[config.mk]
export PLATFORM = sky130hd
export DESIGN_NAME = mbtrain_controller
export DESIGN_NICKNAME = d
export VERILOG_FILES = /design/src/mbtrain_pkg.sv /design/src/mbtrain_step_handshake.sv /design/src/mbtrain_sequencer.sv /design/src/mbtrain_link_status.sv /design/src/mbtrain_controller.sv
export SDC_FILE = /design/constraint.sdc
export NUM_CORES = 1
export LEC_CHECK = 0
export BUFFER_PORTS_ARGS = -buffer_cell sky130_fd_sc_hd__buf_2
export CORE_MARGIN = 2
export CORE_UTILIZATION = 49
export CTS_BUF_LIST = sky130_fd_sc_hd__clkbuf_8
export DETAILED_ROUTE_END_ITERATION = 8
export GPL_ROUTABILITY_DRIVEN = 0
export PLACE_DENSITY = 0.78
export SKIP_LAST_GASP = 1
export SLEW_MARGIN = 20
export SYNTH_ARGS = -nofsm -noshare
export SYNTH_HDL_FRONTEND = slang
export SYNTH_SLANG_ARGS = --single-unit
export TNS_END_PERCENT = 20
[constraint.sdc]
create_clock -name clk -period 1.8 [get_ports clk]
set_input_delay 0.09 -clock clk [delete_from_list [all_inputs] [get_ports clk]]
set_output_delay 0.09 -clock clk [all_outputs]
set_load 0.05 [all_outputs]
[src/mbtrain_pkg.sv]
package mbtrain_pkg;

	// one enable and one ack per training substep
	localparam int NUM_STEPS   = 13;
	localparam int STEP_CODE_W = 4;
	localparam int MUX_SEL_W   = 3;
	localparam int ENTRY_W     = 2;

	// substep code, doubles as sideband substate and enable bit index
	typedef enum logic [STEP_CODE_W-1:0] {
		STEP_VALID_VREF         = 4'd0,
		STEP_DATA_VREF          = 4'd1,
		STEP_SPEED_IDLE         = 4'd2,
		STEP_TX_SELF_CAL        = 4'd3,
		STEP_RX_CLK_CAL         = 4'd4,
		STEP_VALID_TRAIN_CENTER = 4'd5,
		STEP_VALID_TRAIN_VREF   = 4'd6,
		STEP_DATA_TRAIN_CENTER1 = 4'd7,
		STEP_DATA_TRAIN_VREF    = 4'd8,
		STEP_RX_DESKEW          = 4'd9,
		STEP_DATA_TRAIN_CENTER2 = 4'd10,
		STEP_LINK_SPEED         = 4'd11,
		STEP_REPAIR             = 4'd12
	} step_code_t;

	// pattern generator / detector class
	typedef enum logic [MUX_SEL_W-1:0] {
		MUX_VREF_CAL     = 3'd0,
		MUX_SELF_CAL     = 3'd1,
		MUX_LINK_SPEED   = 3'd2,
		MUX_REPAIR       = 3'd3,
		MUX_TRAIN_CENTER = 3'd4,
		MUX_RX_CAL       = 3'd5
	} mux_sel_t;

	// resolved retrain state selects where training begins
	typedef enum logic [ENTRY_W-1:0] {
		ENTRY_FULL          = 2'b00,
		ENTRY_TX_SELF_CAL   = 2'b01,
		ENTRY_REPAIR        = 2'b10,
		ENTRY_SPEED_DEGRADE = 2'b11
	} entry_t;

	function automatic mux_sel_t step_mux_sel(input step_code_t code);
		mux_sel_t sel;
		case (code)
			STEP_VALID_VREF, STEP_DATA_VREF,
			STEP_VALID_TRAIN_VREF, STEP_DATA_TRAIN_VREF:    sel = MUX_VREF_CAL;
			STEP_SPEED_IDLE, STEP_TX_SELF_CAL:              sel = MUX_SELF_CAL;
			STEP_VALID_TRAIN_CENTER, STEP_DATA_TRAIN_CENTER1,
			STEP_DATA_TRAIN_CENTER2:                        sel = MUX_TRAIN_CENTER;
			STEP_RX_CLK_CAL, STEP_RX_DESKEW:                sel = MUX_RX_CAL;
			STEP_LINK_SPEED:                                sel = MUX_LINK_SPEED;
			STEP_REPAIR:                                    sel = MUX_REPAIR;
			default:                                        sel = MUX_VREF_CAL;
		endcase
		return sel;
	endfunction

endpackage

[src/mbtrain_step_handshake.sv]
`timescale 1ns/1ps

module mbtrain_step_handshake (
	input  logic                             clk,
	input  logic                             rst_n,
	input  logic                             i_step_start,
	input  mbtrain_pkg::step_code_t          i_step_code,
	input  logic [mbtrain_pkg::NUM_STEPS-1:0] i_step_ack,
	output logic [mbtrain_pkg::NUM_STEPS-1:0] o_step_en,
	output mbtrain_pkg::step_code_t          o_sideband_substate,
	output mbtrain_pkg::mux_sel_t            o_mux_sel,
	output logic                             o_step_done
);

	typedef enum logic [1:0] {
		HS_IDLE,
		HS_WAIT_HIGH,
		HS_WAIT_LOW
	} hs_state_t;

	hs_state_t                          hs_state;
	mbtrain_pkg::step_code_t            code_q;
	mbtrain_pkg::mux_sel_t              mux_q;
	logic [mbtrain_pkg::NUM_STEPS-1:0]  step_en_q;
	logic                               ack_cur;

	// ack of the substep currently in flight
	assign ack_cur = i_step_ack[code_q];

	always_ff @(posedge clk or negedge rst_n) begin
		if (!rst_n) begin
			hs_state  <= HS_IDLE;
			code_q    <= mbtrain_pkg::STEP_VALID_VREF;
			mux_q     <= mbtrain_pkg::MUX_VREF_CAL;
			step_en_q <= '0;
		end else begin
			if (i_step_start) begin
				// new substep: one enable bit, code and pattern class together
				hs_state             <= HS_WAIT_HIGH;
				code_q               <= i_step_code;
				mux_q                <= mbtrain_pkg::step_mux_sel(i_step_code);
				step_en_q            <= '0;
				step_en_q[i_step_code] <= 1'b1;
			end else begin
				case (hs_state)
					HS_WAIT_HIGH: begin
						// remote side took the step, release the enable
						if (ack_cur) begin
							step_en_q <= '0;
							hs_state  <= HS_WAIT_LOW;
						end
					end
					HS_WAIT_LOW: begin
						if (!ack_cur) begin
							hs_state <= HS_IDLE;
						end
					end
					default: hs_state <= HS_IDLE;
				endcase
			end
		end
	end

	// done as soon as the ack is seen back low, so the next enable
	// can follow two cycles after that sample
	assign o_step_done = (hs_state == HS_WAIT_LOW) && !ack_cur;

	assign o_step_en           = step_en_q;
	assign o_sideband_substate = code_q;
	assign o_mux_sel           = mux_q;

endmodule

[src/mbtrain_sequencer.sv]
`timescale 1ns/1ps

module mbtrain_sequencer (
	input  logic                    clk,
	input  logic                    rst_n,
	input  logic                    i_en,
	input  mbtrain_pkg::entry_t     i_entry,
	input  logic                    i_step_done,
	input  logic                    i_phy_retrain_req,
	input  logic                    i_error_req,
	input  logic                    i_speed_degrade_req,
	output logic                    o_step_start,
	output mbtrain_pkg::step_code_t o_step_code,
	output logic                    o_phyretrain_en,
	output logic                    o_mbtrain_ack,
	output logic                    o_train_start,
	output logic                    o_speed_degrade,
	output logic                    o_repair_enter,
	output logic                    o_linkspeed_exit,
	output logic                    o_repair_exit,
	output logic                    o_finish
);

	typedef enum logic [1:0] {
		PH_IDLE,
		PH_RUNNING,
		PH_FINISHED
	} phase_t;

	phase_t                  phase_q;
	mbtrain_pkg::step_code_t code_q;

	// first substep for each resolved retrain state
	function automatic mbtrain_pkg::step_code_t entry_step(input mbtrain_pkg::entry_t entry);
		mbtrain_pkg::step_code_t code;
		case (entry)
			mbtrain_pkg::ENTRY_TX_SELF_CAL:   code = mbtrain_pkg::STEP_TX_SELF_CAL;
			mbtrain_pkg::ENTRY_REPAIR:        code = mbtrain_pkg::STEP_REPAIR;
			mbtrain_pkg::ENTRY_SPEED_DEGRADE: code = mbtrain_pkg::STEP_SPEED_IDLE;
			default:                          code = mbtrain_pkg::STEP_VALID_VREF;
		endcase
		return code;
	endfunction

	always_ff @(posedge clk or negedge rst_n) begin
		if (!rst_n) begin
			phase_q          <= PH_IDLE;
			code_q           <= mbtrain_pkg::STEP_VALID_VREF;
			o_step_start     <= 1'b0;
			o_phyretrain_en  <= 1'b0;
			o_mbtrain_ack    <= 1'b0;
			o_train_start    <= 1'b0;
			o_speed_degrade  <= 1'b0;
			o_repair_enter   <= 1'b0;
			o_linkspeed_exit <= 1'b0;
			o_repair_exit    <= 1'b0;
			o_finish         <= 1'b0;
		end else begin
			// event outputs are single-cycle pulses
			o_step_start     <= 1'b0;
			o_phyretrain_en  <= 1'b0;
			o_train_start    <= 1'b0;
			o_speed_degrade  <= 1'b0;
			o_repair_enter   <= 1'b0;
			o_linkspeed_exit <= 1'b0;
			o_repair_exit    <= 1'b0;
			o_finish         <= 1'b0;
			// ack follows the phase one cycle late, both when rising and falling
			o_mbtrain_ack    <= (phase_q == PH_FINISHED);

			case (phase_q)
				PH_IDLE: begin
					if (i_en) begin
						phase_q         <= PH_RUNNING;
						code_q          <= entry_step(i_entry);
						o_step_start    <= 1'b1;
						o_train_start   <= (i_entry == mbtrain_pkg::ENTRY_FULL);
						o_speed_degrade <= (i_entry == mbtrain_pkg::ENTRY_SPEED_DEGRADE);
						o_repair_enter  <= (i_entry == mbtrain_pkg::ENTRY_REPAIR);
					end
				end
				PH_RUNNING: begin
					if (i_step_done) begin
						case (code_q)
							mbtrain_pkg::STEP_LINK_SPEED: begin
								o_linkspeed_exit <= 1'b1;
								if (i_phy_retrain_req) begin
									phase_q         <= PH_FINISHED;
									o_finish        <= 1'b1;
									o_phyretrain_en <= 1'b1;
								end else if (i_error_req && i_speed_degrade_req) begin
									// retry at a lower speed
									code_q          <= mbtrain_pkg::STEP_SPEED_IDLE;
									o_step_start    <= 1'b1;
									o_speed_degrade <= 1'b1;
								end else if (i_error_req) begin
									code_q         <= mbtrain_pkg::STEP_REPAIR;
									o_step_start   <= 1'b1;
									o_repair_enter <= 1'b1;
								end else begin
									phase_q  <= PH_FINISHED;
									o_finish <= 1'b1;
								end
							end
							mbtrain_pkg::STEP_REPAIR: begin
								// repaired lanes get recalibrated from tx self-cal
								code_q        <= mbtrain_pkg::STEP_TX_SELF_CAL;
								o_step_start  <= 1'b1;
								o_repair_exit <= 1'b1;
							end
							default: begin
								code_q       <= mbtrain_pkg::step_code_t'(code_q + 4'd1);
								o_step_start <= 1'b1;
							end
						endcase
					end
				end
				PH_FINISHED: begin
					if (!i_en) begin
						phase_q <= PH_IDLE;
					end
				end
				default: phase_q <= PH_IDLE;
			endcase
		end
	end

	assign o_step_code = code_q;

endmodule

[src/mbtrain_link_status.sv]
`timescale 1ns/1ps

module mbtrain_link_status #(
	parameter int SPEED_W         = 3,
	parameter int NUM_LANE_GROUPS = 2
) (
	input  logic                       clk,
	input  logic                       rst_n,
	input  logic                       i_train_start,
	input  logic                       i_speed_degrade,
	input  logic                       i_repair_enter,
	input  logic                       i_linkspeed_exit,
	input  logic                       i_repair_exit,
	input  logic                       i_finish,
	input  logic [SPEED_W-1:0]         i_highest_common_speed,
	input  logic [NUM_LANE_GROUPS-1:0] i_tx_lanes_mbinit,
	input  logic [NUM_LANE_GROUPS-1:0] i_rx_lanes_mbinit,
	input  logic [NUM_LANE_GROUPS-1:0] i_tx_lanes_linkspeed,
	input  logic [NUM_LANE_GROUPS-1:0] i_rx_lanes_repair,
	output logic [SPEED_W-1:0]         o_current_speed,
	output logic [NUM_LANE_GROUPS-1:0] o_tx_lanes,
	output logic [NUM_LANE_GROUPS-1:0] o_rx_lanes,
	output logic                       o_coming_from_repair
);

	logic [SPEED_W-1:0]         speed_q;
	logic [NUM_LANE_GROUPS-1:0] tx_lanes_q;
	logic [NUM_LANE_GROUPS-1:0] rx_lanes_q;
	logic                       repair_in_mbinit;
	logic                       repair_in_mbtrain;
	logic                       degrade_from_idle;

	// a degrade without a link speed exit in the same cycle comes from idle
	assign degrade_from_idle = i_speed_degrade && !i_linkspeed_exit;

	// operating speed
	always_ff @(posedge clk or negedge rst_n) begin
		if (!rst_n) begin
			speed_q <= '0;
		end else if (i_train_start) begin
			speed_q <= i_highest_common_speed;
		end else if (i_speed_degrade) begin
			speed_q <= speed_q - 1'b1;
		end
	end

	// functional lane groups
	// tx is settled by link speed, rx by repair
	always_ff @(posedge clk or negedge rst_n) begin
		if (!rst_n) begin
			tx_lanes_q <= '0;
			rx_lanes_q <= '0;
		end else begin
			if (i_train_start) begin
				tx_lanes_q <= i_tx_lanes_mbinit;
				rx_lanes_q <= i_rx_lanes_mbinit;
			end else begin
				if (i_linkspeed_exit) begin
					tx_lanes_q <= i_tx_lanes_linkspeed;
				end
				if (i_repair_exit) begin
					rx_lanes_q <= i_rx_lanes_repair;
				end
			end
		end
	end

	// mbinit already dropped a tx group, so link speed must not ask for repair again
	always_ff @(posedge clk or negedge rst_n) begin
		if (!rst_n) begin
			repair_in_mbinit <= 1'b0;
		end else if (i_train_start) begin
			repair_in_mbinit <= ~&i_tx_lanes_mbinit;
		end else if (i_finish) begin
			repair_in_mbinit <= 1'b0;
		end
	end

	// repair run during this training pass
	always_ff @(posedge clk or negedge rst_n) begin
		if (!rst_n) begin
			repair_in_mbtrain <= 1'b0;
		end else if (i_repair_enter) begin
			repair_in_mbtrain <= 1'b1;
		end else if (i_train_start || degrade_from_idle) begin
			repair_in_mbtrain <= 1'b0;
		end
	end

	assign o_current_speed      = speed_q;
	assign o_tx_lanes           = tx_lanes_q;
	assign o_rx_lanes           = rx_lanes_q;
	assign o_coming_from_repair = repair_in_mbinit | repair_in_mbtrain;

endmodule

[src/mbtrain_controller.sv]
`timescale 1ns/1ps

module mbtrain_controller #(
	parameter int SPEED_W         = 3,
	parameter int NUM_LANE_GROUPS = 2
) (
	input  logic                              clk,
	input  logic                              rst_n,
	input  logic                              i_en,
	input  mbtrain_pkg::entry_t               i_phyretrain_resolved_state,
	input  logic [SPEED_W-1:0]                i_highest_common_speed,
	input  logic [mbtrain_pkg::NUM_STEPS-1:0] i_step_ack,
	input  logic                              i_phy_retrain_req,
	input  logic                              i_error_req,
	input  logic                              i_speed_degrade_req,
	input  logic [NUM_LANE_GROUPS-1:0]        i_tx_lanes_mbinit,
	input  logic [NUM_LANE_GROUPS-1:0]        i_rx_lanes_mbinit,
	input  logic [NUM_LANE_GROUPS-1:0]        i_tx_lanes_linkspeed,
	input  logic [NUM_LANE_GROUPS-1:0]        i_rx_lanes_repair,
	output logic [mbtrain_pkg::NUM_STEPS-1:0] o_step_en,
	output mbtrain_pkg::step_code_t           o_sideband_substate,
	output mbtrain_pkg::mux_sel_t             o_mux_sel,
	output logic                              o_phyretrain_en,
	output logic                              o_mbtrain_ack,
	output logic [SPEED_W-1:0]                o_current_speed,
	output logic [NUM_LANE_GROUPS-1:0]        o_tx_lanes,
	output logic [NUM_LANE_GROUPS-1:0]        o_rx_lanes,
	output logic                              o_coming_from_repair
);

	logic                    step_start;
	logic                    step_done;
	mbtrain_pkg::step_code_t step_code;
	logic                    train_start;
	logic                    speed_degrade;
	logic                    repair_enter;
	logic                    linkspeed_exit;
	logic                    repair_exit;
	logic                    finish;

	// substep ordering and link speed outcome
	mbtrain_sequencer u_sequencer (
		.clk                 (clk),
		.rst_n               (rst_n),
		.i_en                (i_en),
		.i_entry             (i_phyretrain_resolved_state),
		.i_step_done         (step_done),
		.i_phy_retrain_req   (i_phy_retrain_req),
		.i_error_req         (i_error_req),
		.i_speed_degrade_req (i_speed_degrade_req),
		.o_step_start        (step_start),
		.o_step_code         (step_code),
		.o_phyretrain_en     (o_phyretrain_en),
		.o_mbtrain_ack       (o_mbtrain_ack),
		.o_train_start       (train_start),
		.o_speed_degrade     (speed_degrade),
		.o_repair_enter      (repair_enter),
		.o_linkspeed_exit    (linkspeed_exit),
		.o_repair_exit       (repair_exit),
		.o_finish            (finish)
	);

	// enable / ack exchange with the substep blocks
	mbtrain_step_handshake u_step_handshake (
		.clk                 (clk),
		.rst_n               (rst_n),
		.i_step_start        (step_start),
		.i_step_code         (step_code),
		.i_step_ack          (i_step_ack),
		.o_step_en           (o_step_en),
		.o_sideband_substate (o_sideband_substate),
		.o_mux_sel           (o_mux_sel),
		.o_step_done         (step_done)
	);

	mbtrain_link_status #(
		.SPEED_W         (SPEED_W),
		.NUM_LANE_GROUPS (NUM_LANE_GROUPS)
	) u_link_status (
		.clk                    (clk),
		.rst_n                  (rst_n),
		.i_train_start          (train_start),
		.i_speed_degrade        (speed_degrade),
		.i_repair_enter         (repair_enter),
		.i_linkspeed_exit       (linkspeed_exit),
		.i_repair_exit          (repair_exit),
		.i_finish               (finish),
		.i_highest_common_speed (i_highest_common_speed),
		.i_tx_lanes_mbinit      (i_tx_lanes_mbinit),
		.i_rx_lanes_mbinit      (i_rx_lanes_mbinit),
		.i_tx_lanes_linkspeed   (i_tx_lanes_linkspeed),
		.i_rx_lanes_repair      (i_rx_lanes_repair),
		.o_current_speed        (o_current_speed),
		.o_tx_lanes             (o_tx_lanes),
		.o_rx_lanes             (o_rx_lanes),
		.o_coming_from_repair   (o_coming_from_repair)
	);

endmodule

==> flow_metrics.tcl <==
set metrics [dict create \
    status "finished with violations" \
    violations "negative hold slack, negative setup slack" \
    ys_seq_area_frac 0.5027 \
    holdWs_ps -1.513 \
    routed_wl_um 5260 \
    vias 1968 \
    synth_flop_cell "dfrtp_1" \
    period_needed_ps 1974 \
    seqCellArea_mm2 0.001155 \
    grt_pass1_wl_um 8983 \
    skew_ps 3.567 \
    io_buffer_count 61 \
    slowest_delay_ps 440 \
    numCtsBuffers 5 \
    cp_data_required_time_ps 2030 \
    die_h_um 72.36 \
    fin_util 0.6769 \
    path_class "reg -> reg" \
    die_w_um 72.36 \
    multi_input_area_mm2 0.001062 \
    grt_start_max_net_pins 47 \
    routed_via_density 5.482 \
    tightest_slew_ps 570.2 \
    stdcell_count 359 \
    hold_start "i_highest_common_speed[0]" \
    critPathSlowestCell "dfrtp_2" \
    cp-end-kind "register" \
    powerDensity_mw_per_mm2 1748 \
    grt_pass1_vias 1951 \
    fin_ws_ps -173.6 \
    rsz0062_at_grt "true" \
    synthCells 221 \
    fillers 327 \
    yosys-top-cells-area "dfrtp_1 (50%), nand2_1 (4.1%), a32o_1 (3.5%)" \
    cap_viol_max_count 0 \
    ys.warnings.count 0 \
    synth_top_area_share 0.5027 \
    r2r-end "u_sequencer.o_speed_degrade" \
    finalSetupViolCount 27 \
    ir_drop_mv 0.8818 \
    yosys.area.top_type "dfrtp_1" \
    grt.overflow.total 0 \
    drc 0 \
    place_hpwl_um 3846 \
    maxSlewViolCount 0 \
    min_to "u_link_status.o_current_speed[0]" \
    ys_ff_latch 46 \
    drtPass1Iterations 4 \
    drive_above_1_share 0.3453 \
    antenna_found_initial 0 \
    start_util 0.5187 \
    coreArea_mm2 0.004414 \
    worstRegToRegCells 6 \
    synth.most_common_cell "dfrtp_1" \
    antennaDiodeCount 0 \
    ios 62 \
    nNetsFinal 344 \
    cts_buffer_depth 2 \
    drt-initial-drc-count 145 \
    wl_per_cell_um 14.65 \
    fp-row-count 24 \
    clk_latency_ps 290 \
    total_leakage_power_nw 1.455 \
    relSlewSlack 0.6199 \
    cts_root_buffer "clkbuf_8" \
    reg2reg_slack_ps -170 \
    clk_pin_slew_ps 80 \
    final_antenna_net_count 0 \
    numClockSinks 46 \
    synthArstFlopShare 1.000 \
    synthTopCellsByCount "dfrtp_1 (46), nand2_1 (25), inv_1 (14), o21ai_0 (14), nor2_1 (10)" \
    hp-class "in -> reg" \
    die-area_mm2 0.005236 \
    synth_edf_count 0 \
    syn-cell-area_mm2 0.002290 \
    syn_nets 259 \
    critPathLaunchType "register" \
    worstPathMaxFanout 6 \
    h-tree-depth 2 \
    period_share 1.096 \
    post-place-cells 345 \
    syn_to_final_growth_pct 30.49 \
    cts_tree "yes" \
    synth_cell_type_count 45 \
    fmax_mhz 506.7 \
    cp_num_buf_inv 1 \
    rr_startpoint "u_step_handshake.o_sideband_substate[2]" \
    hold_viol 1 \
    cp.arrival_ps 2210 \
    crit_path_cell_trace "mux2_4 -> a222oi_1 -> nand2_1 -> buf_6 -> a211oi_4 -> a31o_1" \
    avgSynthCellArea_um2 10.36 \
    grt_usage 0.2191 \
    min_path_cells 3 \
    path_delay_family "compound AO/OA/AOI/OAI gates" \
]
sequential cells by signal, summed over array words and instances (netlist names), 3 cells and up:
signal and cells:
u_step_handshake.o_mux_sel 3, u_step_handshake.o_sideband_substate 4, u_sequencer.o_step_code 4, u_step_handshake.o_step_en 13
u_link_status.o_current_speed 3
layout make-up:
cell class	count	share of cell area
clock buffers	5	0.02303
clock inverters	3	0.01256
inverters	14	0.01759
multi-input cells	151	0.3555
flip-flops and latches	46	0.3865
well taps	52	0.02178
repair buffers	88	0.1830
what timing repair did:
item                       CTS  global route
pin swaps                    1             4
buffers inserted             1             1
setup endpoints to repair   27            28
hold buffers                 4             0
hold endpoints to repair    48             0
resized for setup            2             1
cloned                       0             0
cell families (layout without fill, tap and decap cells):
group | count (synthesis) | count (layout) | synth area share
buffers and inverters | 24 | 110 | 0.04590
XOR/XNOR | 3 | 3 | 0.01148
adder cells (fa/ha/maj) | 6 | 6 | 0.03279
flip-flops | 46 | 46 | 0.5027
AO/OA/AOI/OAI | 60 | 60 | 0.1924
multiplexers | 14 | 14 | 0.06721
AND/OR/NAND/NOR | 68 | 68 | 0.1475
tightest hold or removal path: stages:
cell and delay [ps]:
buf_2 70, nand2_1 40, o21ai_0 60
cell usage in the layout, fill, tap and decap left out, drive strengths merged, types with 2 or more instances in the layout:
master | synthesis | final
ha | 6 | 6
nand2 | 25 | 25
a31oi | 7 | 7
buf | 3 | 84
clkbuf | 7 | 5
mux2i | 6 | 6
nand2b | 5 | 5
nor3 | 4 | 4
a31o | 2 | 2
a21oi | 9 | 9
nand3 | 5 | 5
o21ai | 14 | 14
o211ai | 2 | 2
a32o | 8 | 8
a211oi | 4 | 4
dfrtp | 46 | 46
and2 | 3 | 3
inv | 14 | 16
xnor2 | 2 | 2
o31ai | 2 | 2
mux2 | 8 | 8
and3 | 2 | 2
nand4 | 2 | 2
o2bb2ai | 5 | 5
nor2 | 10 | 10
nor2b | 7 | 7
dlygate4sd3 | 0 | 4
worst max path at each step:
stage | from | end | slack, ps | depth (start not counted)
CTS | u_step_handshake.o_sideband_substate[2] | u_step_handshake.o_step_en[12] | -170 | 6
global route | u_step_handshake.o_sideband_substate[2] | u_sequencer.phase_q[1] | -280 | 6
finish | u_step_handshake.o_sideband_substate[2] | u_sequencer.o_speed_degrade | -170 | 6
floorplan | u_step_handshake.o_sideband_substate[2] | u_sequencer.o_step_code[1] | -280 | 6
detailed placement | u_step_handshake.o_sideband_substate[2] | u_sequencer.o_repair_exit | -160 | 5
global placement | u_step_handshake.o_sideband_substate[2] | u_sequencer.o_repair_exit | -140 | 5
per-layer routing:
layer	vias up	part of all wire	track usage
met2	76	0.50	0.3680
met5	-	0	0
met4	0	0.013	0.07547
met1	925	0.43	0.2845
li1	961	-	-
met3	6	0.062	0.04167
through the flow:
| step | worst slack, ps | power (W) | hold WS, ps | area, µm² | setup TNS, ps |
|---|---|---|---|---|---|
| finish | -173.6 | 0.005221 | -1.513 | 2988 | -2960 |
| global route | -280.1 | 0.005552 | 26.60 | 2988 | -5848 |
| CTS | -171.9 | 0.005211 | 0.7633 | 2977 | -3007 |
| detailed placement | -159.2 | 0.004428 | 211.5 | 2810 | -3030 |
| global placement | -141.8 | 0.004340 | 204.5 | 2810 | -2389 |
| floorplan | -283.2 | 0.003523 | -205.6 | 2310 | -4324 |
report_power, final:
group          internal, W  leakage, nW  switching [W]
Combinational      0.00109        0.804        0.00184
Sequential         0.00133        0.591       0.000234
Clock             0.000404       0.0607       0.000324
Power figures use the tool's default switching activity.
